===== src/rtl/conv_cfg_pkg.sv =====
package conv_cfg_pkg;

	// input frame
	localparam int IMG_W = 8;
	localparam int IMG_H = 8;

	// kernel side
	localparam int K = 3;

	// valid windows only
	localparam int OUT_W = IMG_W - 2;
	localparam int OUT_H = IMG_H - 2;

	localparam int C_IN = 2;
	localparam int C_OUT = 2;

	// products per output channel
	localparam int TAPS = K * K * C_IN;
	localparam int N_WEIGHTS = C_OUT * TAPS;

	// signed sample and coefficient widths
	localparam int PIX_W = 8;
	localparam int COEF_W = 8;

	// full product of one sample and one weight
	localparam int PROD_W = PIX_W + COEF_W;

	// 18 products plus bias fit with room to spare
	localparam int ACC_W = 24;

	// row and column index
	localparam int POS_W = 3;

	// coefficient store addressing
	localparam int COEF_IDX_W = $clog2(N_WEIGHTS);
	localparam int BIAS_IDX_W = $clog2(C_OUT);

endpackage

===== src/rtl/conv_types_pkg.sv =====
package conv_types_pkg;

	import conv_cfg_pkg::*;

	// one sample per input channel, each read as signed
	typedef logic [C_IN-1:0][PIX_W-1:0] pixel_t;

	// indexed [ky][kx], ky 0 is the oldest row
	typedef pixel_t [K-1:0][K-1:0] window_t;

	typedef struct packed {
		logic [POS_W-1:0] row;
		logic [POS_W-1:0] col;
		logic last;
	} pos_t;

	typedef struct packed {
		window_t win;
		pos_t pos;
	} win_beat_t;

	// tap index runs ky, kx, then input channel
	typedef logic [C_OUT-1:0][TAPS-1:0][PROD_W-1:0] prod_arr_t;

	typedef struct packed {
		prod_arr_t prod;
		pos_t pos;
	} prod_beat_t;

	typedef logic [C_OUT-1:0][ACC_W-1:0] result_t;

	typedef struct packed {
		result_t res;
		pos_t pos;
	} res_beat_t;

	// weights in stream order, bias widened to ACC_W where it is added
	typedef struct packed {
		logic [N_WEIGHTS-1:0][COEF_W-1:0] weights;
		logic [C_OUT-1:0][COEF_W-1:0] bias;
	} coef_set_t;

	typedef enum logic [1:0] {
		LOAD_WEIGHTS,
		LOAD_BIAS,
		LOADED
	} load_state_e;

endpackage


===== src/rtl/sum_stage.sv =====
`timescale 1ns/1ns

module sum_stage
(
	input  logic clk,
	input  logic rst,
	input  logic in_valid,
	input  conv_types_pkg::prod_beat_t in_beat,
	output logic in_ready,
	input  conv_types_pkg::coef_set_t coef_set,
	output logic out_valid,
	output conv_types_pkg::res_beat_t out_beat,
	input  logic out_ready
);

	import conv_cfg_pkg::*;
	import conv_types_pkg::*;

	result_t sum_d;

	assign in_ready = !out_valid || out_ready;

	// bias plus all taps, every term sign-extended to ACC_W
	always_comb
	begin
		for (int o = 0; o < C_OUT; o++)
		begin
			sum_d[o] = ACC_W'($signed(coef_set.bias[o]));
			for (int t = 0; t < TAPS; t++)
			begin
				sum_d[o] = sum_d[o] + ACC_W'($signed(in_beat.prod[o][t]));
			end
		end
	end

	always_ff @(posedge clk or posedge rst)
	begin
		if (rst)
		begin
			out_valid <= 1'b0;
		end
		else if (in_ready)
		begin
			out_valid <= in_valid;
		end
	end

	// result register
	always_ff @(posedge clk)
	begin
		if (in_valid && in_ready)
		begin
			out_beat.res <= sum_d;
			out_beat.pos <= in_beat.pos;
		end
	end

endmodule


===== config.mk =====
export PLATFORM = sky130hd
export DESIGN_NAME = sum_stage
export DESIGN_NICKNAME = d
export VERILOG_FILES = /design/src/rtl/conv_cfg_pkg.sv /design/src/rtl/conv_types_pkg.sv /design/src/rtl/sum_stage.sv
export SDC_FILE = /design/constraint.sdc
export NUM_CORES = 1
export LEC_CHECK = 0
export ABC_AREA = 1
export BUFFER_PORTS_ARGS = -buffer_cell sky130_fd_sc_hd__buf_4
export CAP_MARGIN = 10
export CORE_AREA = 2 2 370 372
export DETAILED_ROUTE_END_ITERATION = 8
export DIE_AREA = 0 0 372 374
export PLACE_DENSITY = 0.42
export SLEW_MARGIN = 30
export SYNTH_ARGS = -nofsm -noshare
export SYNTH_HDL_FRONTEND = slang
export SYNTH_SLANG_ARGS = --single-unit

===== constraint.sdc =====
create_clock -name clk -period 3.35 [get_ports clk]
set_input_delay 0.335 -clock clk [delete_from_list [all_inputs] [get_ports clk]]
set_output_delay 0.335 -clock clk [all_outputs]
set_load 0.05 [all_outputs]

Word-level counts from Yosys, hierarchy flattened
Cells that the tools add are included.

word-level totals
  register bits = 56
  latch bits = 0
  bits in writable memories = 0
  ROM bits = 0
  input port bits = 891
  output and inout port bits = 57
  logic and storage cells = 45
  memories = 0

operators by class
  add/subtract/negate cells = 36
  multipliers = 0
  div/mod/pow operators = 0
  magnitude comparators = 0
  eq/ne operators = 0
  shift-type cells = 0
  mux-type cells = 0
  bitwise operators = 0
  reductions and logical operators = 3

operators with widths
  operator           count
  $add 24x24->24     20
  $add 23x16->24     2
  $add 22x16->23     2
  $add 21x16->22     2
  $add 20x16->21     2
  $add 19x16->20     2
  $add 18x16->19     2
  $add 17x16->18     2
  $add 8x16->17      2
  $logic_and 1x1->1  1
  $logic_not 1->1    1
  $logic_or 1x1->1   1

Depth between registers and ports, before layout
  depth in word-level cells = 18
  depth in mapped cells = 24
  mapped depth without buffers = 24

Worst setup path after synthesis
No wires, ideal clock.

  path type = input to register
  from = input in_beat[249] (netlist name)
  to = register out_beat[23] (netlist name) (data pin)
  setup time = 0.252 ns
  arrival = 4.771 ns
  data required time = 3.098 ns
  slack = -1.673 ns
  cell stages on the path = 23
  path buffers = 0
  path through = inv_1 > fa_1 > inv_1 > fa_1 > inv_1 > fa_1 > fa_1 > inv_1 > fa_1 > inv_1 > fa_1 > inv_1 > ha_1 > inv_1 > fa_1 > inv_1 > nand3_1 > nand3_1 > nand2_1 > nand2_1 > nand3_1 > nand3_1 > nand2_1

RTL lines
  item         line             RTL
  from (decl)  sum_stage.sv:8   input conv_types_pkg::prod_beat_t in_beat,
  to (decl)    sum_stage.sv:12  output conv_types_pkg::res_beat_t out_beat,

==> out/metrics.yaml <==
rows: 135
worstPathArrival_ns: 4.94
slowest_delay_ns: 0.59
clkSinkCount: 56
most-common-layout-cells: "inv_1, buf_4, fa_1, nand2_1, inv_2"
crit_fanout: 4
path_clk_slew_ns: 0.09
synth_edf_count: 55
grt_max_degree: 56
viasPerCell: 3.171
drt_iter0_drc: 418
cts_tree: "done"
nFillCells: 14870
grt_pass1_vias: 16890
drc: 0
root_buffer: "clkbuf_16"
syn_inst: 2052
clk_latency_ns: 0.34
wl_per_cell_um: 15.93
multiInputGateArea_um2: 16040
rsz0062_at_grt: "true"
fmax_ghz: 0.2105
end_kind: "register"
grtUsageTotal_pct: 10.63
final_core_utilization_pct: 22.15
async_reset_ff_share_pct: 1.786
hpwl_um: 70820
hold_viol_final: 0
vias: 14700
die_area_um2: 139100
cpMaxStageDelayCell: "fa_1"
max_slew.worst_pin.slew_ns: 0.9201
routabilityCongestion: 0.8348
period_needed_ns: 4.751
ys_warn_count: 0
portBuffers: 659
path_class: "input pin to register"
num-nets-final: 4367
synth_area_um2: 19260
final.setup_skew_ns: 0.01354
drive_above_1_share_pct: 44.93
first_pass_iters: 4
fin_crit_sh_pct: 141.8
start_util_pct: 14.27
ys_ff_latch: 56
maxSlewHeadroom_pct: 38.66
seq_area_frac_synth_pct: 8.705
start_kind: "input pin"
area_delta_synth_final_pct: 55.20
cts_max_level: 2
synthFlopType: "edfxtp_1"
dieWidth_um: 372
overflow: 0
worstPathRequired_ns: 3.54
violations: "negative setup slack"
maxCapViolCount: 0
crit_top_cell: "fa_1"
finalWorstSetupSlack_ns: -1.401
ant_nets: 0
finalWirelength_um: 73860
syn_nets: 3569
grt_pass1_wl_um: 107700
io_pins: 948
setup_viol: 44
antenna_found_initial: 14
core_area_um2: 135000
synth_area_per_cell_um2: 9.386
ys_types: 24
cts_buffer_depth: 2
cp_cell_sequence: "buf_4, fa_1, fa_1, fa_1, fa_1, fa_1, inv_1, fa_1, inv_2, ha_4, inv_2, fa_2, inv_2, nand3_2, nand3_4, nand2_4, nand3_4, buf_6, xor2_4"
finalMaxSlewViolations: 0
status: "finished, violations left"
seqCellArea_um2: 1677
final_common_cell: "inv_1"
hp-class: "input pin to register"
cts_made_buffers: 5
fp.dieH_um: 374
==> critical path: cells and delay by family <==
family                     cells  cell delay (ns)
and+or+nand+nor                4             0.36
adders and majority gates      8             3.56
xor gates and xnor gates       1             0.18
buffers and inverters          6             0.50
==> metrics by stage <==
step | hold slack [ns] | instance area (um2) | std cells | setup TNS (ns) | setup WS (ns)
floorplan | 0.06371 | 19880 | 2052 | -54.02 | -1.414
global placement | 0.1814 | 27770 | 4585 | -79.84 | -2.071
detailed placement | 0.1811 | 27770 | 4585 | -79.80 | -2.059
CTS | 0.1325 | 29020 | 4609 | -53.88 | -1.474
global route | 0.1384 | 29880 | 4632 | -59.78 | -1.564
finish | 0.1759 | 29890 | 4636 | -54.46 | -1.401
==> logic make-up (layout without fill, tap and decap cells) <==
group,after synthesis,count (layout),synth area share [%]
compound gates,28,28,0.7991
xor+xnor,21,21,0.9550
fa+ha+maj,626,626,62.73
flops,56,56,8.705
simple gates,368,368,8.238
other cells,0,4,0
buf+inv,953,1752,18.57
==> cell type report <==
| class | count | area share (%) |
|---|---|---|
| multi-input cells | 1043 | 53.65 |
| repair buffers | 791 | 20.63 |
| inverters | 953 | 12.14 |
| well taps | 1781 | 7.455 |
| flip-flops and latches | 56 | 5.609 |
| clock buffers | 7 | 0.4437 |
| diodes | 4 | 0.03349 |
| clock inverters | 1 | 0.02930 |
==> path summary, 6_finish.rpt <==
kind / start / endpoint / slack [ns] / cells after the start
setup / recovery: in_beat[393] / out_beat[41] / -1.40 / 19
max in group asynchronous: rst / out_valid / 2.87 / 3
hold / removal: in_beat[6] / out_beat[6] / 0.18 / 1
setup reg to reg: out_valid / out_beat[38] / 1.63 / 2
hold reg to reg: out_valid / out_valid / 0.59 / 2
min in group asynchronous: rst / out_valid / 0.39 / 3
==> state kept, by name (all words and copies together), names as in the netlist <==
register	count
out_beat	55
out_valid	1
==> metal layers <==
layer / up-vias / global-route usage, % / wire length (um) / share of wire [%]
li1: 7020 / - / - / -
met1: 7191 / 15.38 / 34950 / 47
met2: 451 / 16.35 / 32690 / 44
met3: 26 / 2.523 / 5697 / 7.7
met4: 12 / 1.309 / 449 / 0.61
met5: - / 0 / 77 / 0.10
==> cell usage after synthesis, types with 2 or more instances <==
cell type	number	area (um2)
o21bai_1	4	30.03
fa_1	566	11330
edfxtp_1	55	1652
nor2_1	41	153.9
nand3b_1	2	15.01
nand4_1	6	37.54
a21oi_1	23	115.1
nor3_1	4	20.02
nor2_2	6	37.54
ha_1	60	750.7
nand3_2	6	60.06
and2_4	2	17.52
nand3_1	37	185.2
nor2_4	4	45.04
inv_1	951	3570
xor2_1	18	157.7
and2_1	2	12.51
xnor2_1	3	26.28
nand2_2	11	68.82
inv_2	2	7.510
nand2_1	246	923.4
==> what timing repair did <==
item | 4_1_cts | 5_1_grt
resized for setup | 294 | 241
hold buffers | 1 | 0
buffers inserted | 17 | 29
hold endpoints to repair | 1 | 0
setup endpoints to repair | 44 | 44
pin swaps | 197 | 247
Power is not shown: default switching activity piles up to over one toggle a cycle in this logic, so the estimate is an artifact.
