--- src/rtl/conv_cfg_pkg.sv ---
package conv_cfg_pkg;

	// input frame
	localparam int IMG_W = 8;
	localparam int IMG_H = 8;

	// kernel side
	localparam int K = 3;

	// valid windows only
	localparam int OUT_W = IMG_W - 2;
	localparam int OUT_H = IMG_H - 2;

	localparam int C_IN = 2;
	localparam int C_OUT = 2;

	// products per output channel
	localparam int TAPS = K * K * C_IN;
	localparam int N_WEIGHTS = C_OUT * TAPS;

	// signed sample and coefficient widths
	localparam int PIX_W = 8;
	localparam int COEF_W = 8;

	// full product of one sample and one weight
	localparam int PROD_W = PIX_W + COEF_W;

	// 18 products plus bias fit with room to spare
	localparam int ACC_W = 24;

	// row and column index
	localparam int POS_W = 3;

	// coefficient store addressing
	localparam int COEF_IDX_W = $clog2(N_WEIGHTS);
	localparam int BIAS_IDX_W = $clog2(C_OUT);

endpackage
--- src/rtl/conv_types_pkg.sv ---
package conv_types_pkg;

	import conv_cfg_pkg::*;

	// one sample per input channel, each read as signed
	typedef logic [C_IN-1:0][PIX_W-1:0] pixel_t;

	// indexed [ky][kx], ky 0 is the oldest row
	typedef pixel_t [K-1:0][K-1:0] window_t;

	typedef struct packed {
		logic [POS_W-1:0] row;
		logic [POS_W-1:0] col;
		logic last;
	} pos_t;

	typedef struct packed {
		window_t win;
		pos_t pos;
	} win_beat_t;

	// tap index runs ky, kx, then input channel
	typedef logic [C_OUT-1:0][TAPS-1:0][PROD_W-1:0] prod_arr_t;

	typedef struct packed {
		prod_arr_t prod;
		pos_t pos;
	} prod_beat_t;

	typedef logic [C_OUT-1:0][ACC_W-1:0] result_t;

	typedef struct packed {
		result_t res;
		pos_t pos;
	} res_beat_t;

	// weights in stream order, bias widened to ACC_W where it is added
	typedef struct packed {
		logic [N_WEIGHTS-1:0][COEF_W-1:0] weights;
		logic [C_OUT-1:0][COEF_W-1:0] bias;
	} coef_set_t;

	typedef enum logic [1:0] {
		LOAD_WEIGHTS,
		LOAD_BIAS,
		LOADED
	} load_state_e;

endpackage

--- src/rtl/coef_loader.sv ---
`timescale 1ns/1ns

module coef_loader
(
	input  logic clk,
	input  logic rst,
	input  logic coef_valid,
	input  logic signed [conv_cfg_pkg::COEF_W-1:0] coef_word,
	output logic coef_ready,
	output conv_types_pkg::coef_set_t coef_set,
	output logic loaded
);

	import conv_cfg_pkg::*;
	import conv_types_pkg::*;

	load_state_e state;
	logic [COEF_IDX_W-1:0] idx;
	logic accept;
	logic last_weight;
	logic last_bias;

	assign coef_ready = (state != LOADED);
	assign loaded = (state == LOADED);
	assign accept = coef_valid && coef_ready;
	assign last_weight = (idx == COEF_IDX_W'(N_WEIGHTS - 1));
	assign last_bias = (idx == COEF_IDX_W'(C_OUT - 1));

	// weights first, then one bias per output channel
	always_ff @(posedge clk or posedge rst)
	begin
		if (rst)
		begin
			state <= LOAD_WEIGHTS;
			idx <= '0;
		end
		else if (accept)
		begin
			case (state)
				LOAD_WEIGHTS:
				begin
					if (last_weight)
					begin
						idx <= '0;
						state <= LOAD_BIAS;
					end
					else
					begin
						idx <= idx + 1'b1;
					end
				end
				LOAD_BIAS:
				begin
					if (last_bias)
					begin
						idx <= '0;
						state <= LOADED;
					end
					else
					begin
						idx <= idx + 1'b1;
					end
				end
				default:
				begin
					idx <= '0;
				end
			endcase
		end
	end

	// coefficient store
	always_ff @(posedge clk)
	begin
		if (accept && state == LOAD_WEIGHTS)
		begin
			coef_set.weights[idx] <= coef_word;
		end
		if (accept && state == LOAD_BIAS)
		begin
			coef_set.bias[idx[BIAS_IDX_W-1:0]] <= coef_word;
		end
	end

endmodule

--- config.mk ---
export PLATFORM = sky130hd
export DESIGN_NAME = coef_loader
export DESIGN_NICKNAME = d
export VERILOG_FILES = /design/src/rtl/conv_cfg_pkg.sv /design/src/rtl/conv_types_pkg.sv /design/src/rtl/coef_loader.sv
export SDC_FILE = /design/constraint.sdc
export NUM_CORES = 1
export LEC_CHECK = 0
export ABC_AREA = 1
export BUFFER_PORTS_ARGS = -buffer_cell sky130_fd_sc_hd__buf_2
export CAP_MARGIN = 25
export CELL_PAD_IN_SITES_DETAIL_PLACEMENT = 0
export CELL_PAD_IN_SITES_GLOBAL_PLACEMENT = 1
export CORE_MARGIN = 10
export CORE_UTILIZATION = 38
export DETAILED_ROUTE_END_ITERATION = 10
export GPL_TIMING_DRIVEN = 1
export PLACE_DENSITY_LB_ADDON = 0.3
export SLEW_MARGIN = 10
export SYNTH_ARGS = -nofsm -noshare
export SYNTH_HDL_FRONTEND = slang
export SYNTH_SLANG_ARGS = --single-unit
export TNS_END_PERCENT = 10
--- constraint.sdc ---
create_clock -name clk -period 1.69 [get_ports clk]
set_input_delay 0.338 -clock clk [delete_from_list [all_inputs] [get_ports clk]]
set_output_delay 0.338 -clock clk [all_outputs]
set_load 0.005 [all_outputs]
======== Word-level counts from Yosys, hierarchy flattened ========
Cells that the tools add are included.
word-level totals
  bits in registers ....................... 312
  bits of input ports ..................... 11
operators by class
  $add $sub $neg .......................... 1
  reduce and logical (&&, ||, !) cells .... 8
  magnitude comparators ................... 4
  multiplexer cells ....................... 12
  equal/unequal tests ..................... 7
operators by type and width
  cell                   number
  $bwmux W288            1
  $demux W8 S6           1
  $bwmux W16             1
  $mux W8                2
  $mux W6                2
  $pmux W6 S2            1
  $demux W8 S1           1
  $lt A6 B7 Y1 const B   1
  $add A6 B1 Y6 const B  1
  $eq A6 B1 Y1 const B   1
  $eq A6 B6 Y1 const B   1
  $ge A6 B1 Y1 const B   1
  $ne A2 B2 Y1 const B   3
  $logic_and A1 B1 Y1    5
  $mux W2                2
  $pmux W2 S2            1
  $reduce_and A4 Y1      1
  $eq A2 B1 Y1 const B   1
  $eq A2 B2 Y1 const B   1
  $logic_not A2 Y1       1
  $lt A1 B2 Y1 const B   1
  $reduce_bool A2 Y1     1
  $ge A1 B1 Y1 const B   1

======== Logic depth before layout (Yosys ltp) ========
Gate-level depths: netlist (run 1).
  depth after elaboration ................. 5
  mapped depth ............................ 8

======== Worst setup path before layout (run 1) ========
OpenSTA, ideal clock, no wires.
  path kind ............................... reg-to-reg
  from .................................... register state[1]
  to ...................................... register coef_set[160] (netlist bit), enable pin
  slack ................................... 0.010 ns
  data arrival time ....................... 1.310 ns
  clock period less this slack ............ 1.680 ns
  setup time .............................. 0.370 ns
  stages on the path, launching flop included .. 6
  path through ............................ dfrtp_1 -> nor2_2 -> nand2_2 -> nor2_4 -> nand3_2 -> nor2_1
on the way
  word-level cells in the longest chain between the ends .. 3
RTL lines
  item                      line               source
  start: declaration        coef_loader.sv:17  load_state_e state;
  start signal: assignment  coef_loader.sv:34  state <= LOAD_WEIGHTS;
  start signal: assignment  coef_loader.sv:45  state <= LOAD_BIAS;
  start signal: assignment  coef_loader.sv:57  state <= LOADED;
  $ne A2 B2 Y1              coef_loader.sv:23  assign coef_ready = (state != LOADED);
  $logic_and A1 B1 Y1       coef_loader.sv:25  assign accept = coef_valid && coef_ready;
  $logic_and A1 B1 Y1 *     coef_loader.sv:75  if (accept && state == LOAD_WEIGHTS)
  end: declaration          coef_loader.sv:10  output conv_types_pkg::coef_set_t coef_set,
Mark *: on every way between the ends. The rest lies on a longest branch, timed or not.
A chain may end at the register's enable or synchronous reset.

======== Worst setup path after layout (run 1) ========
  from .................................... register state[1]
  to ...................................... output port loaded
on the way
  word-level cells in the longest chain between the ends .. 1
RTL lines
  item              line               source
  $eq A2 B2 Y1      coef_loader.sv:24  assign loaded = (state == LOADED);
  end: declaration  coef_loader.sv:11  output logic loaded
No other way between the ends.

==> flow_summary.toml, run 1 <==
[finish]
drive_gt1_frac = 0.501
final_cell_mix = "buf_2 (315), edfxtp_1 (304), buf_4 (50)"
syn_to_final_growth_pct = 34.9
fin_nets = 851
diodes = 0
final_common_cell = "buf_2"
design_area_um2 = 13400

[timing]
hold_violations = 0
rsz0062_at_grt = "yes"
drv_slew = 0
fin_skew_ps = 29.0
worst_pin_slew_ps = 987
fmax_mhz = 609
slew_headroom = 0.342
min_period_ps = 1640
setup_viol = 0
hold_ws_ps = 149
fin_crit_sh = 0.972

[detailed_routing]
drt-wirelength-per-cell_um = 23.0
routed_via_density = 4.58
wl_um = 27500
drt_iter0_markers = 394
drt-pass1-iter-count = 4
vias = 5483
drtAntennaViolNets = 0
remaining_drc_errors = 0

[placed_design]
hpwl_um = 18400
gp_congestion = 0.796
postPlaceCellArea_um2 = 12300
io_buffers = 316

[worst_setup_path]
crit_arrival_ps = 1300
r2r_setup_slack_ps = 50
cp-start-kind = "flop"
r2r-start = "state[0]"
crit_path_start = "state[1]"
critPathRequiredTime_ps = 1350
critPathKind = "flop to output pin"
endpoint_kind = "output pin"
path_max_fanout = 4
reg2reg_depth = 6
r2r-end = "coef_set[105]"

[pwr]
finalPower_mw = 15.7
peakVddDrop_v = 0.000670
power.density_nw_per_um2 = 1170
p_leak_nw = 5.11

[min_path]
min_to = "state[0]"
min_path_type = "input pin to flop"
hold_start = "coef_valid"
min_path_cells = 3

[clocking]
clock_sinks = 312
clk_pin_slew_ps = 60
cts_max_level = 1
clockRootBuffer = "clkbuf_16"
postCtsSetupBuffers = 0
clkLatencyLatePin_ps = 550
max-clock-path-buffers = 3
cts-buffers-inserted = 31
cts_tree = "built"

[die]
fp.dieH_um = 182
fp-row-count = 59
io_pins = 317
dieArea_um2 = 33000
die_width_um = 182
initial_core_util = 0.383
placeableCoreArea_um2 = 25900

[synthesis]
syn_area_per_cell_um2 = 22.6
ys_seq_area_frac = 0.940
synth_cells = 440
ys_ff_latch = 312
syn_area_um2 = 9930
synth_cell_types = 21
syn-num-nets = 453
yosysWarnings = 0

[global_route]
grt_overflow = 0
grt.total_usage = 0.160
grt_pass1_vias = 5864
grt_max_degree = 39
antenna_found_initial = 0
grt_pass1_wl_um = 39800

[job]
max_cap_violations = 0

[run_status]
status = "completed"
## report_power, final
group	total [mW]	internal (mW)	switching, mW
combinational	0.195	0.0191	0.176
sequential	8.50	8.49	0.00537
clock	6.98	4.27	2.71
total	15.7	12.8	2.89
## metal layers
metal,track usage,vias to the layer above,wire [µm]
met4,0.0462,0,609
met2,0.288,222,14500
met1,0.185,2753,10500
li1,-,2467,-
met3,0.0372,41,1870
met5,0,-,0
## synth_stat cells, drive strengths merged
cell type,count,share of area
edfxtp,304,0.92
nor2,53,0.021
nand2,30,0.012
nand3,16,0.0096
inv,14,0.0053
dfrtp,8,0.020
o21ai,5,0.0025
buf,3,0.0024
a21oi,2,0.0021
ha,2,0.0025
nand4,2,0.0019
o21bai,1,0.00076
## critical path, cell delays in order (launching register included)
cell and delay [ps]:
dfrtp_1 390, buf_6 140, nand2_4 80, inv_2 40, buf_6 100
## area by class of cell
type                       instances  area, µm²
clock buffer                      34        787
clock inverter                    23        273
fill                            2136      12500
inverter                          14       52.6
multi-input combinational        111        544
sequential                       312       9330
tap                              335        419
timing repair buffer             368       1980
## registers in the layout, indices dropped and copies added (netlist names)
| register | flops |
|---|---|
| coef_set | 304 |
| idx | 6 |
| state | 2 |
## per-stage QoR
stage / utilization / setup TNS, ps / setup WS, ps / cells
after floorplan: - / 0 / 9.77 / 440
after global placement: 0.474 / 0 / 43.7 / 1139
after detailed placement: 0.474 / 0 / 63.0 / 1139
after CTS: 0.516 / 0 / 0.420 / 1197
after global routing: 0.517 / -2100 / -48.1 / 1197
final: 0.517 / 0 / 47.6 / 1197
## cell families after synthesis
group	count (synthesis)	synth area share
buffers and inverters	17	0.00769
AO/OA/AOI/OAI	8	0.00542
adder cells (fa/ha/maj)	2	0.00252
flip-flops	312	0.940
AND/OR/NAND/NOR	101	0.0446
## repair_timing
item	4_1_cts	5_1_grt
gates cloned	0	0
resized for setup	4	7
pin swaps	0	1
setup endpoints to repair	2	161
hold buffers	1	0
hold endpoints to repair	8	0
## how the worst max path moves through the flow
stage,depth (start not counted),end
global placement,5,coef_set[56]
detailed placement,6,coef_set[56]
CTS,4,loaded
finish,4,loaded
global route,6,coef_set[163]
floorplan,5,coef_set[160]
No activity file was read; power rests on OpenSTA's default activity.
==> inputs of run 2 (changes only) <==
--- a/config.mk
+++ b/config.mk
@@ -17,2 +17,3 @@
 export PLACE_DENSITY_LB_ADDON = 0.3
+export SETUP_SLACK_MARGIN = 0.4
 export SLEW_MARGIN = 10
--- a/constraint.sdc
+++ b/constraint.sdc
@@ -3,2 +3,2 @@
 set_output_delay 0.338 -clock clk [all_outputs]
-set_load 0.005 [all_outputs]
+set_load 0.05 [all_outputs]
==> run 2 against run 1 <==
Effect of this change:
- the run now ends with setup timing left
- first-iteration DRC count is 20% lower
- sequential power hardly changed
- cell area is 20% higher
- register-to-register slack hardly changed
- clock-buffer cell count is 2 higher
- worst setup slack worse by 100 ps
- non-clock buffer count is 8 higher
- final cell count is 0.58% higher
- total power is 2.6% lower
- die area stayed put
- clock skew is 11 ps lower
- sequential share of layout area is 11 points lower
- critical endpoint unchanged
==> flow_summary.toml, run 2 (same netlist as run 1, synthesis figures left out) <==
[detailed_routing]
drt-pass1-iter-count = 4
drt-wirelength-per-cell_um = 24.3
drt_iter0_markers = 317
vias = 5601
wl_um = 29200
routed_via_density = 4.65
drtAntennaViolNets = 0
remaining_drc_errors = 0

[finish]
final_common_cell = "buf_6"
drive_gt1_frac = 0.594
design_area_um2 = 16000
largest_register_ffs = 304
fin_nets = 858
final_cell_mix = "buf_6 (335), edfxtp_1 (304), nor2_4 (36)"
syn_to_final_growth_pct = 61.3
diodes = 0

[min_path]
min_path_type = "input pin to flop"

[timing]
worst_pin_slew_ps = 1040
hold_ws_ps = 278
fin_skew_ps = 17.5
rsz0062_at_grt = "yes"
hold_violations = 0
layout_setup_ws_ps = -56.1
drv_slew = 0
fin_crit_sh = 1.03
slew_headroom = 0.305
min_period_ps = 1750
fmax_mhz = 573
setup_viol = 1

[die]
die_width_um = 182
fp-row-count = 59
fp.dieH_um = 182
io_pins = 317
initial_core_util = 0.383
placeableCoreArea_um2 = 25900
dieArea_um2 = 33000

[placed_design]
postPlaceCellArea_um2 = 12400
io_buffers = 316
gp_congestion = 0.768
hpwl_um = 18600

[worst_setup_path]
endpoint_kind = "output pin"
cp-start-kind = "flop"
crit_arrival_ps = 1410
path_max_fanout = 3
crit_slowest_cell = "dfrtp_2"
critPathRequiredTime_ps = 1350
critPathKind = "flop to output pin"
crit_path_max_incr_delay_ps = 420
worstPathCellList = "buf_6 -> nand2_8 -> clkinvlp_4 -> buf_8"

[pwr]
finalPower_mw = 15.3
power.density_nw_per_um2 = 954
p_leak_nw = 5.84
peakVddDrop_v = 0.000911

[global_route]
grt.total_usage = 0.167
grt_overflow = 0
grt_pass1_vias = 6022
grt_pass1_wl_um = 41600
antenna_found_initial = 0
grt_max_degree = 39

[clocking]
clkLatencyLatePin_ps = 550
clock_sinks = 312
cts_max_level = 1
clk_pin_slew_ps = 60
cts-buffers-inserted = 30
max-clock-path-buffers = 3
clockRootBuffer = "clkbuf_16"
cts_tree = "built"

[run_status]
violations = "setup timing"
status = "finished, violations left"

[job]
max_cap_violations = 0
## run 2: path summary, 6_finish.rpt
check                           start            to  cells past startpoint  slack (ps)
max                          state[1]        loaded                      4         -60
min                        coef_valid      state[1]                      4         280
max reg2reg                  state[0]  coef_set[87]                      8          40
min reg2reg                  state[0]      state[0]                      2         630
max in group asynchronous         rst      state[0]                      3        1090
min in group asynchronous         rst        idx[3]                      3         300
## run 2: layout make-up
type | count | area (µm²)
Tap cell | 335 | 419
Clock buffer | 36 | 773
Fill cell | 1796 | 9900
Inverter | 14 | 68.8
Timing Repair Buffer | 376 | 4170
Clock inverter | 20 | 210
Sequential cell | 312 | 9340
Multi-Input combinational cell | 111 | 1040
## run 2: per-stage QoR
step | setup TNS (ps) | util | std cells | setup slack, ps
global placement | -741 | 0.480 | 1139 | -57.4
CTS | -72.6 | 0.592 | 1199 | -72.6
global route | -470 | 0.618 | 1204 | -111
detailed placement | -1500 | 0.480 | 1139 | -62.8
finish | -56.1 | 0.618 | 1204 | -56.1
floorplan | 0 | - | 440 | 120
## run 2: worst max-delay path: cells and delay by family (launching register included)
| family | cells | cell delay (ps) |
|---|---|---|
| buffers and inverters | 3 | 370 |
| and+or+nand+nor | 1 | 70 |
| DFF | 1 | 420 |
## run 2: power by group
group          switching (mW)  internal, mW  leakage (nW)
combinational           0.194        0.0325          2.55
clock                    2.67          3.87         0.481
sequential            0.00623          8.49          2.82
## run 2: timing repair
| action | CTS | global route |
|---|---|---|
| endpoints found under the setup margin | 617 | 617 |
| pin swaps | 37 | 58 |
| endpoints found under the hold margin | 8 | 0 |
| buffers inserted | 3 | 5 |
| hold buffers | 1 | 0 |
| resized for setup | 567 | 262 |
## run 2: metal layers
| metal | up-vias | GRT usage | wire (µm) | part of all wire |
|---|---|---|---|---|
| met5 | - | 0 | 0 | 0 |
| met4 | 0 | 0.0452 | 673 | 0.023 |
| met3 | 41 | 0.0449 | 1740 | 0.060 |
| met2 | 194 | 0.310 | 16400 | 0.56 |
| met1 | 2866 | 0.183 | 10400 | 0.36 |
| li1 | 2500 | - | - | - |
