$ cat src/rtl/conv_cfg_pkg.sv
package conv_cfg_pkg;

	// input frame
	localparam int IMG_W = 8;
	localparam int IMG_H = 8;

	// kernel side
	localparam int K = 3;

	// valid windows only
	localparam int OUT_W = IMG_W - 2;
	localparam int OUT_H = IMG_H - 2;

	localparam int C_IN = 2;
	localparam int C_OUT = 2;

	// products per output channel
	localparam int TAPS = K * K * C_IN;
	localparam int N_WEIGHTS = C_OUT * TAPS;

	// signed sample and coefficient widths
	localparam int PIX_W = 8;
	localparam int COEF_W = 8;

	// full product of one sample and one weight
	localparam int PROD_W = PIX_W + COEF_W;

	// 18 products plus bias fit with room to spare
	localparam int ACC_W = 24;

	// row and column index
	localparam int POS_W = 3;

	// coefficient store addressing
	localparam int COEF_IDX_W = $clog2(N_WEIGHTS);
	localparam int BIAS_IDX_W = $clog2(C_OUT);

endpackage
$ cat src/rtl/conv_types_pkg.sv
package conv_types_pkg;

	import conv_cfg_pkg::*;

	// one sample per input channel, each read as signed
	typedef logic [C_IN-1:0][PIX_W-1:0] pixel_t;

	// indexed [ky][kx], ky 0 is the oldest row
	typedef pixel_t [K-1:0][K-1:0] window_t;

	typedef struct packed {
		logic [POS_W-1:0] row;
		logic [POS_W-1:0] col;
		logic last;
	} pos_t;

	typedef struct packed {
		window_t win;
		pos_t pos;
	} win_beat_t;

	// tap index runs ky, kx, then input channel
	typedef logic [C_OUT-1:0][TAPS-1:0][PROD_W-1:0] prod_arr_t;

	typedef struct packed {
		prod_arr_t prod;
		pos_t pos;
	} prod_beat_t;

	typedef logic [C_OUT-1:0][ACC_W-1:0] result_t;

	typedef struct packed {
		result_t res;
		pos_t pos;
	} res_beat_t;

	// weights in stream order, bias widened to ACC_W where it is added
	typedef struct packed {
		logic [N_WEIGHTS-1:0][COEF_W-1:0] weights;
		logic [C_OUT-1:0][COEF_W-1:0] bias;
	} coef_set_t;

	typedef enum logic [1:0] {
		LOAD_WEIGHTS,
		LOAD_BIAS,
		LOADED
	} load_state_e;

endpackage

$ cat src/rtl/window_gen.sv
`timescale 1ns/1ns

module window_gen
(
	input  logic clk,
	input  logic rst,
	input  logic in_valid,
	input  conv_types_pkg::pixel_t in_pixel,
	output logic in_ready,
	output logic out_valid,
	output conv_types_pkg::win_beat_t out_beat,
	input  logic out_ready
);

	import conv_cfg_pkg::*;
	import conv_types_pkg::*;

	// previous row and the row before it
	pixel_t line1 [IMG_W];
	pixel_t line2 [IMG_W];

	logic [POS_W-1:0] col;
	logic [POS_W-1:0] row;
	logic accept;
	logic win_done;
	logic frame_end;

	assign in_ready = !out_valid || out_ready;
	assign accept = in_valid && in_ready;

	// full 3x3 neighbourhood inside the current frame
	assign win_done = (row >= POS_W'(K - 1)) && (col >= POS_W'(K - 1));
	assign frame_end = (row == POS_W'(IMG_H - 1)) && (col == POS_W'(IMG_W - 1));

	always_ff @(posedge clk or posedge rst)
	begin
		if (rst)
		begin
			col <= '0;
			row <= '0;
			out_valid <= 1'b0;
		end
		else
		begin
			if (in_ready)
			begin
				out_valid <= accept && win_done;
			end
			if (accept)
			begin
				if (col == POS_W'(IMG_W - 1))
				begin
					col <= '0;
					if (row == POS_W'(IMG_H - 1))
					begin
						row <= '0;
					end
					else
					begin
						row <= row + 1'b1;
					end
				end
				else
				begin
					col <= col + 1'b1;
				end
			end
		end
	end

	// line shift registers, window shift and position tag
	always_ff @(posedge clk)
	begin
		if (accept)
		begin
			line1[0] <= in_pixel;
			line2[0] <= line1[IMG_W-1];
			for (int i = 1; i < IMG_W; i++)
			begin
				line1[i] <= line1[i-1];
				line2[i] <= line2[i-1];
			end

			// columns move left, newest column enters at kx = K-1
			for (int ky = 0; ky < K; ky++)
			begin
				for (int kx = 0; kx < K - 1; kx++)
				begin
					out_beat.win[ky][kx] <= out_beat.win[ky][kx+1];
				end
			end
			out_beat.win[0][K-1] <= line2[IMG_W-1];
			out_beat.win[1][K-1] <= line1[IMG_W-1];
			out_beat.win[K-1][K-1] <= in_pixel;

			out_beat.pos.row <= row - POS_W'(K - 1);
			out_beat.pos.col <= col - POS_W'(K - 1);
			out_beat.pos.last <= frame_end;
		end
	end

endmodule

$ cat config.mk
export PLATFORM = sky130hd
export DESIGN_NAME = window_gen
export DESIGN_NICKNAME = d
export VERILOG_FILES = /design/src/rtl/conv_cfg_pkg.sv /design/src/rtl/conv_types_pkg.sv /design/src/rtl/window_gen.sv
export SDC_FILE = /design/constraint.sdc
export NUM_CORES = 1
export LEC_CHECK = 0
export BUFFER_PORTS_ARGS = -buffer_cell sky130_fd_sc_hd__buf_4
export CAP_MARGIN = 20
export CORE_UTILIZATION = 59
export DETAILED_ROUTE_END_ITERATION = 12
export PLACE_DENSITY = 0.83
export SYNTH_ARGS = -nofsm -noshare
export SYNTH_HDL_FRONTEND = slang
export SYNTH_SLANG_ARGS = --single-unit
$ cat constraint.sdc
create_clock -name clk -period 12.3 [get_ports clk]
set_input_delay 2.46 -clock clk [delete_from_list [all_inputs] [get_ports clk]]
set_output_delay 2.46 -clock clk [all_outputs]
set_load 0.05 [all_outputs]
# Word level (Yosys, flattened, before mapping)
# Memory sizes are Yosys's and may differ from the RTL's. A register that Yosys moved wholly into a read port is not among the register bits.
# Cells that the tools add are included.
# totals
input_bits	20
out_inout_bits	153
n_memories	2
mem_bits_rw	256
register_bits	142
wordCells	43
# memory_table
memory	depth	word_bits	rd	rd_ports_with_merged_regs	wr	line	source
line1	8	16	8	0	8	window_gen.sv:19	pixel_t line1 [IMG_W];
line2	8	16	8	1	8	window_gen.sv:20	pixel_t line2 [IMG_W];
# classes
n_lt_le_gt_ge	2
n_eq_ne	2
n_mux	4
add_sub_neg	4
reduce_logical	7
# ops
operator	n
3-bit by 1-bit adder with 3-bit output, second input constant	2
3-bit == test, second input constant	2
3-bit by 2-bit greater-or-equal comparator with 1-bit output, second input constant	2
3-bit 2-to-1 mux	2
3-bit by 2-bit subtractor with 3-bit output, second input constant	2
1-bit logical AND	4
1-bit 2-to-1 mux	2
2-bit AND reduction	1
1-bit zero test	1
1-bit logical OR	1

# Logic depth before layout (Yosys ltp)
# Gate-level depths: netlist of run 1.
# logic_depth
ltp_word	5
depth_mapped	4
depth_no_buf	4

# Least setup slack after synthesis of run 1
# No wires, ideal clock.
# synth_timing
kind	input port to flip-flop
from	input out_ready
to	memory line1[0][15] in the netlist's numbering (enable)
setup_time_ps	662
t_required_ps	11638
path_stages	3
t_arrival_ps	8812
slack_ps	2827
path_buffers	0
path_cell_list	nand2b_4 nand2_4 inv_1
# synth_rtl
item	line	source
from (decl)	window_gen.sv:12	input logic out_ready
to (decl)	window_gen.sv:19	

# Worst setup path in the final report of run 1
# layout_timing
from	input out_ready
to	output in_ready
# layout_between
elab_chain_cells	1
# layout_lines
item	line	source
1-bit logical OR	window_gen.sv:28	assign in_ready = !out_valid || out_ready;
to (decl)	window_gen.sv:9	output logic in_ready,
# Every way passes these cells.

==> flow_summary.ini, run 1 <==
[die]
design.die.area_sq_mm = 0.01776
core_area_sq_mm = 0.01670
fp.dieH_microns = 133.3
pin_count = 173
rows = 47
die-width_microns = 133.3
start_util_pct = 60.88

[yosys]
syn_inst = 400
ys_seq_area_share_pct = 93.58
yosysWarnings = 0
ys_seq_elements = 318
synthDistinctLibCells = 15
synth_fp_nets = 428
synth_area_sq_mm = 0.01017
avgSynthCellArea_sq_um = 25.42

[clock_network]
cts_resized = 0
clock-sinks = 318
cts-root-buf = clkbuf_16
cts_tree = done
h-tree-depth = 1
cts_setup_buffers = 0
numCtsBuffers = 29
insertion_delay_ps = 530
clk_pin_slew_ps = 70
cts.path.max_buffers = 3
holdBufCountCts = 0

[grt]
grt_max_degree = 177
grt_use_met2_pct = 23.84
use_met3_pct = 4.338
grt_use_met1_pct = 17.64
grt_overflow = 0
top_usage_layer = met2
grt_pass1_wl_microns = 19550
antenna_found_initial = 0
grt_pass1_vias = 3835
grt_util_all_layers_pct = 14.23

[final_layout]
num_antenna_cells = 0
register_area_sq_mm = 0.009514
fillers = 953
nets = 586
syn_to_final_growth_pct = 22.05
multi_input_area_sq_um = 251.5
drive_above_1_share_pct = 38.73

[sta]
rsz0062_at_grt = no
slew_headroom_pct = 33.86
post-route-period-util_pct = 43.91
finalHoldViolations = 0
clock.fmax_mhz = 185.1
skew_ps = 8.398
fin_tns_setup_ps = 0
slew_viol_final = 0
worst_slew_pin_slew_ps = 992.1
finalSetupViolations = 0
min_period_ps = 5401

[worst_setup_path]
critPathKind = input pin to output port
path_delay_family = buffers and inverters
worstPathCellList = buf_4 -> nand2b_4 -> buf_4
critPathRequiredTime_ps = 9840
max_stage_delay_ps = 200
worst_path_max_delay_cell = buf_4
critPathCaptureType = output port
cp_num_buf_inv = 2
cp_common_cell = buf_4
worstPathMaxFanout = 4
cp-start-kind = input pin
critPathArrivalTime_ps = 2940

[detailed_routing]
dr.first_iter.drc_count = 275
ant_nets = 0
vias = 3991
first_pass_iters = 4
wire_per_inst_microns = 16.49
drc = 0
viasPerCell = 4.983
wirelength_microns = 13210

[placed_design]
place.port_buffers = 172
gp_congestion = 0.7614
dpl.hpwl_microns = 7595

[job]
drv_cap = 0

[pwr]
p_leak_uw = 0.004590
powerDensity_mw_per_mm2 = 237.1
ir_drop_mv = 0.1563
power_uw = 2942

[hold_path]
hold_path_class = register to register

[status]
run_status = finished, final reports clean
sequential cells by signal (all words and copies together), names as in the netlist:
signal / cells
out_valid: 1
line1: 100
row: 3
col: 3
line2: 93
out_beat: 118
layer usage:
layer  wire (microns)  up-vias
met4              340        0
li1                 -     1823
met1             5242     1957
met2             6622      187
met3             1001       24
met5                0        -
per-stage QoR:
| stage | utilization, % | std cells | area (sq um) | hold slack (ps) | worst slack, ps |
|---|---|---|---|---|---|
| floorplan | - | 400 | 10170 | 400.3 | 2827 |
| global placement | 68.23 | 746 | 11400 | 400.2 | 6802 |
| detailed placement | 68.23 | 746 | 11400 | 404.5 | 6667 |
| CTS | 74.14 | 800 | 12380 | 411.6 | 6909 |
| global route | 74.30 | 801 | 12410 | 417.4 | 6882 |
| finish | 74.30 | 801 | 12410 | 409.3 | 6899 |
kinds of logic after synthesis:
kind of cell / Yosys count / share of synthesized area (%)
flip-flops: 318 / 93.58
multiplexers: 6 / 0.7138
AO/OA/AOI/OAI: 3 / 0.2215
adder cells (fa/ha/maj): 8 / 0.9845
AND/OR/NAND/NOR: 6 / 0.5538
buffers and inverters: 59 / 3.950
report_power, final:
| part | total, uW | internal (uW) | switching [uW] |
|---|---|---|---|
| registers | 1510 | 1430 | 72.2 |
| logic | 527 | 130 | 397 |
| clock network | 909 | 552 | 357 |
placed cells by master (no fill, tap or decap):
| cell | count |
|---|---|
| nand2b_4 | 1 |
| ha_1 | 8 |
| clkbuf_1 | 8 |
| nand3_4 | 1 |
| inv_1 | 10 |
| clkbuf_8 | 2 |
| buf_16 | 1 |
| mux2_2 | 2 |
| clkinv_1 | 4 |
| mux2i_1 | 2 |
| a21boi_0 | 2 |
| dfrtp_1 | 7 |
| and2_1 | 1 |
| bufinv_16 | 5 |
| mux2_4 | 2 |
| o31ai_1 | 1 |
| inv_8 | 1 |
| clkinv_2 | 4 |
| clkbuf_16 | 29 |
| nor2_1 | 2 |
| edfxtp_1 | 311 |
| nand2_4 | 1 |
| buf_4 | 174 |
| inv_6 | 2 |
cell type report:
cell class | count | area share, %
clock inverters | 15 | 1.633
multi-input cells | 23 | 2.027
clock buffers | 39 | 6.312
repair buffers | 175 | 10.75
inverters | 11 | 0.3932
flip-flops and latches | 318 | 76.67
well taps | 220 | 2.218
worst paths after layout:
kind,slack [ps],start,depth (start not counted),to
setup / recovery,6900,out_ready,3,in_ready
hold / removal,410,line2[5][13],0,line2[6][13]
setup reg to reg,9540,out_valid,5,line1[1][12]
hold reg to reg,410,line2[5][13],0,line2[6][13]
max in group asynchronous,10220,rst,2,col[0]
min in group asynchronous,1860,rst,2,row[1]
synth_stat cells:
library cell | number | share of area [%]
nor2_1 | 2 | 0.074
edfxtp_1 | 311 | 92
mux2_2 | 2 | 0.22
dfrtp_1 | 7 | 1.7
nand3_4 | 1 | 0.17
ha_1 | 8 | 0.98
mux2i_1 | 2 | 0.20
a21boi_0 | 2 | 0.15
and2_1 | 1 | 0.062
nand2_4 | 1 | 0.11
nand2b_4 | 1 | 0.14
inv_1 | 11 | 0.41
o31ai_1 | 1 | 0.074
buf_4 | 48 | 3.5
mux2_4 | 2 | 0.30
Power figures use the tool's default switching activity.
==> inputs of run 2 (changes only) <==
Settings changed: ABC_AREA set to 1, CORE_UTILIZATION 59 to 50, PLACE_DENSITY 0.83 to 0.75.
Clock period 12.3 ns to 4.9 ns, I/O delays scaled along.
==> run 2 against run 1 <==
Effect of this change: cell area barely moved; total power rose by 140%; core utilization fell by 11 points; synthesized area fell by 0.14%; critical path type unchanged; largest power group unchanged.
==> flow_summary.ini, run 2 <==
[worst_setup_path]
reg2regPathDepth = 2
r2r_start = out_valid
critPathKind = input pin to output port
worstPathMaxFanout = 6
critPathCaptureType = output port
r2r_end = line2[2][7]
critPathRequiredTime_ps = 3920
critPathArrivalTime_ps = 1530
r2r_slack_ps = 2700
cp-start-kind = input pin

[yosys]
async_flop_share_pct = 2.201
synthDistinctLibCells = 12
synth_area_leader_cell = edfxtp_1
synth_fp_nets = 443
yosysMostFrequentCell = edfxtp_1
yosysWarnings = 0
ys_top_cells_by_area = edfxtp_1 92%, buf_4 3.5%, dfrtp_1 1.7%
synth_flop_cell = edfxtp_1
syn_inst = 415
ys_seq_elements = 318
synth-edff-count = 311
synthTopCellsByCount = 311 x edfxtp_1, 48 x buf_4, 17 x nand2_1
ys_seq_area_share_pct = 93.70
synth_top_area_share_pct = 91.98
avgSynthCellArea_sq_um = 24.47
synth_area_sq_mm = 0.01015

[job]
drv_cap = 0

[detailed_routing]
wire_per_inst_microns = 15.14
ant_nets = 0
drc = 0
dr.first_iter.drc_count = 256
viasPerCell = 4.679
m1WireLength_microns = 5179
wirelength_microns = 13030
highest_layer = met4
dr_wl_met2_microns = 6518
vias = 4029
met3_length_microns = 894
first_pass_iters = 4

[grt]
antenna_found_initial = 0
grt_overflow = 0
grt_util_all_layers_pct = 12.37
grt_pass1_wl_microns = 19940
grt_max_degree = 154
grt_pass1_vias = 3997

[sta]
slew_viol_final = 0
finalSetupViolations = 0
rsz0062_at_grt = no
slew_headroom_pct = 46.90
clock.fmax_mhz = 398.3
fin_tns_setup_ps = 0
skew_ps = 11.45
post-route-period-util_pct = 51.24
finalHoldViolations = 0
worst_slew_pin_slew_ps = 796.6
min_period_ps = 2511

[final_layout]
drive_above_1_share_pct = 36.74
num_antenna_cells = 0
final_common_cell = edfxtp_1
nets = 602
stdcell_area_sq_mm = 0.01240
largest_reg_flops = 118
largest-register = out_beat
reg_top3 = out_beat x118, line1 x100, line2 x93
final_cell_mix = 311 x edfxtp_1, 173 x buf_4, 31 x clkbuf_16
syn_to_final_growth_pct = 22.16

[clock_network]
numCtsBuffers = 30
cts-root-buf = clkbuf_16
holdBufCountCts = 0
cts.path.max_buffers = 3
h-tree-depth = 1
clk_pin_slew_ps = 60
insertion_delay_ps = 540
cts_tree = done
cts_resized = 0
clock-sinks = 318
cts_setup_buffers = 0

[die]
pin_count = 173
die-width_microns = 144.5
core_area_sq_mm = 0.01965
rows = 51
fp.dieH_microns = 144.5
start_util_pct = 51.66
design.die.area_sq_mm = 0.02088

[pwr]
ir_drop_mv = 0.3726
p_leak_uw = 0.004598
power_uw = 7131
powerDensity_mw_per_mm2 = 574.9

[placed_design]
gp_congestion = 0.7699
place.port_buffers = 172
dpl.hpwl_microns = 7662
place_area_sq_mm = 0.01147

[hold_path]
hold_path_class = input pin to asynchronous set/reset pin

[status]
run_status = finished, final reports clean
[run 2: cell count changes in the layout (fill, tap and decap cells not counted), sizes merged, moves of 2 or more]
cell	change
nand2	+16
clkinv	+6
clkbuf	-4
mux2	-4
bufinv	-3
clkinvlp	+3
o21ai	+3
a21boi	-2
mux2i	-2
nand3	+2
nand4	+2
[run 2: worst max-delay path, stage by stage]
cell	delay, ps
buf_4	130
inv_8	50
nand2_1	130
buf_4	230
[run 2: cells by family after synthesis]
group                      share of synthesized area [%]
AOI/OAI and AO/OA                                 0.3081
adders and majority gates                         0.9859
and+or+nand+nor                                   0.9735
buffers and inverters                              4.030
DFF                                                93.70
[run 2: worst max-delay path by stage]
stage / start / endpoint / slack (ps) / cells past startpoint
after floorplan: out_ready / col[0] / -1710 / 3
after global placement: out_ready / out_beat[28] / 2090 / 4
after detailed placement: out_ready / out_beat[14] / 2030 / 4
after CTS: out_ready / in_ready / 2400 / 4
after global routing: out_ready / in_ready / 2360 / 4
final: out_ready / in_ready / 2390 / 4
[run 2: metrics by stage]
step	util [%]	std cells	hold WS, ps	worst slack [ps]
floorplan	-	415	400.3	-1707
detailed placement	58.37	807	404.5	2027
finish	63.11	861	388.7	2389
global route	63.11	861	389.4	2364
CTS	63.11	861	369.7	2396
global placement	58.37	807	400.6	2085
[run 2: area by class of cell]
type	count	area, sq um
timing repair buffer	175	1339
sequential	318	9514
multi-input combinational	36	230.2
clock inverter	19	141.4
fill	1328	7251
inverter	13	56.30
tap	265	331.6
clock buffer	35	790.8
[run 2: power by group]
| part | leakage, uW | internal (uW) | switching (uW) |
|---|---|---|---|
| Combinational | 0.00104 | 299 | 940 |
| Clock | 0.000449 | 1250 | 904 |
| Sequential | 0.00311 | 3560 | 174 |
| Total | 0.00460 | 5110 | 2020 |
[run 2: routing by layer]
metal / track usage (%) / vias up
li1: - / 1864
met2: 21.33 / 151
met1: 14.57 / 1985
met4: 4.875 / 0
met5: 0 / -
met3: 3.642 / 29
==> inputs of run 3 (changes only) <==
Settings changed: CORE_UTILIZATION 50 to 55, PLACE_DENSITY 0.75 to 0.78.
Clock period 4.9 ns to 2.5 ns, I/O delays scaled along.
==> run 3 against run 2 <==
Effect of this change: via count increased by 0.92%; critical path depth decreased by 2; count of clock-buffer cells in the layout decreased by 2; non-clock buffer count increased by 5; final cell count decreased by 3.7%; cell area increased by 0.12%; clock power increased by 95%; routed wire length increased by 2.9%; sequential power increased by 95%; largest cell class unchanged; global-route usage increased by 1.6 points; first-iteration DRC count increased by 2.3%; worst hold slack got worse by 250 ps.
==> flow_summary.ini, run 3 (synthesized netlist as in run 2, its figures left out) <==
[worst_setup_path]
critPathCaptureType = output port
worstPathMaxFanout = 6
critPathRequiredTime_ps = 2000
critPathArrivalTime_ps = 1400
critPathKind = register to output port
cp-start-kind = register

[sta]
min_period_ps = 1895
rsz0062_at_grt = no
fin_tns_setup_ps = 0
worst_slew_pin_slew_ps = 472.7
slew_viol_final = 0
finalSetupViolations = 0
finalHoldViolations = 0
post-route-period-util_pct = 75.80
clock.fmax_mhz = 527.7
setup_ws_ps = 605.0
skew_ps = 17.67
slew_headroom_pct = 68.49

[grt]
grt_pass1_wl_microns = 20110
antenna_found_initial = 0
grt_pass1_vias = 4092
grt_overflow = 0
grt_max_degree = 92
grt_util_all_layers_pct = 13.94

[pwr]
ir_drop_mv = 0.8360
powerDensity_mw_per_mm2 = 1127
p_leak_uw = 0.004623

[final_layout]
syn_to_final_growth_pct = 22.30
nets = 606
final_common_cell = edfxtp_1
reg_top3 = out_beat x118, line1 x100, line2 x93
final_cell_mix = 311 x edfxtp_1, 174 x buf_4, 29 x clkbuf_16
largest_reg_flops = 118
largest-register = out_beat
num_antenna_cells = 0
drive_above_1_share_pct = 36.83
fillers = 1124

[clock_network]
clk_pin_slew_ps = 70
cts-root-buf = clkbuf_16
cts_setup_buffers = 0
numCtsBuffers = 29
cts_tree = done
cts.path.max_buffers = 3
h-tree-depth = 1
insertion_delay_ps = 530
clock-sinks = 318

[placed_design]
dpl.hpwl_microns = 8255
pre_cts_slack_ps = 614.3
place.port_buffers = 172
gp_congestion = 0.6987

[detailed_routing]
vias = 4066
wirelength_microns = 13400
dr.first_iter.drc_count = 262
first_pass_iters = 4
drc = 0
viasPerCell = 4.905
ant_nets = 0
wire_per_inst_microns = 16.17

[die]
rows = 49
fp.dieH_microns = 137.9
die-width_microns = 137.9
start_util_pct = 56.33
design.die.area_sq_mm = 0.01901
pin_count = 173
core_area_sq_mm = 0.01802

[hold_path]
hold_path_class = input pin to register

[status]
run_status = finished, final reports clean

[job]
drv_cap = 0
-- run 3: cell types whose count changed in the layout (fill, tap and decap cells not counted) --
cell,change
buf_12,+3
inv_6,+1
bufinv_16,+1
clkbuf_16,-2
buf_4,+1
clkinv_2,-2
dlygate4sd3_1,+1
clkinv_1,+1
-- run 3: worst paths after layout --
kind / start / to / slack [ps] / depth (start not counted)
worst max-delay path: out_valid / in_ready / 600 / 2
worst min-delay path: in_pixel[15] / line1[0][15] / 140 / 1
worst max register to register: out_valid / line2[3][0] / 820 / 3
worst min register to register: line2[3][12] / line2[4][12] / 410 / 0
max in group asynchronous: rst / row[0] / 1790 / 3
min in group asynchronous: rst / out_valid / 470 / 3
-- run 3: final cells by class --
type                       count  area (sq um)  share of cell area [%]
clock buffer                  33         740.7                   5.965
inverter                      13         56.30                  0.4534
multi-input combinational     36         230.2                   1.854
clock inverter                20         173.9                   1.401
tap                          229         286.5                   2.307
sequential                   318          9514                   76.61
timing repair buffer         180          1416                   11.41
-- run 3: worst max-delay path, stage by stage, from the launching register on --
cell,delay [ps]
dfrtp_1,420
nand2_1,200
buf_4,240
-- run 3: per-layer routing --
metal | track usage, % | wire length, microns | up-vias
li1 | - | - | 1869
met1 | 17.36 | 5376 | 1989
met2 | 23.11 | 6598 | 176
met3 | 4.313 | 1138 | 32
met4 | 5.133 | 291 | 0
met5 | 0 | 0 | -
-- run 3: power breakdown --
group	switching [uW]	internal (uW)	leakage (uW)
logic	1870	619	0.00108
clock network	1760	2430	0.000437
registers	333	6980	0.00311
-- run 3: repair_timing --
item | 4_1_cts | 5_1_grt
gates resized for setup | 0 | 0
hold endpoints to repair | 7 | 0
hold buffers | 1 | 0
-- run 3: metrics by stage --
| step | std cells | power (uW) | hold slack, ps | area [sq um] | util (%) |
|---|---|---|---|---|---|
| after floorplan | 415 | 9245 | 303.4 | 10160 | - |
| after global placement | 775 | 9805 | 401.2 | 11490 | 63.77 |
| after detailed placement | 775 | 9935 | 404.5 | 11490 | 63.77 |
| after CTS | 829 | 14160 | 112.4 | 12420 | 68.89 |
| after global routing | 829 | 14530 | 104.9 | 12420 | 68.89 |
| final | 829 | 13990 | 137.1 | 12420 | 68.89 |
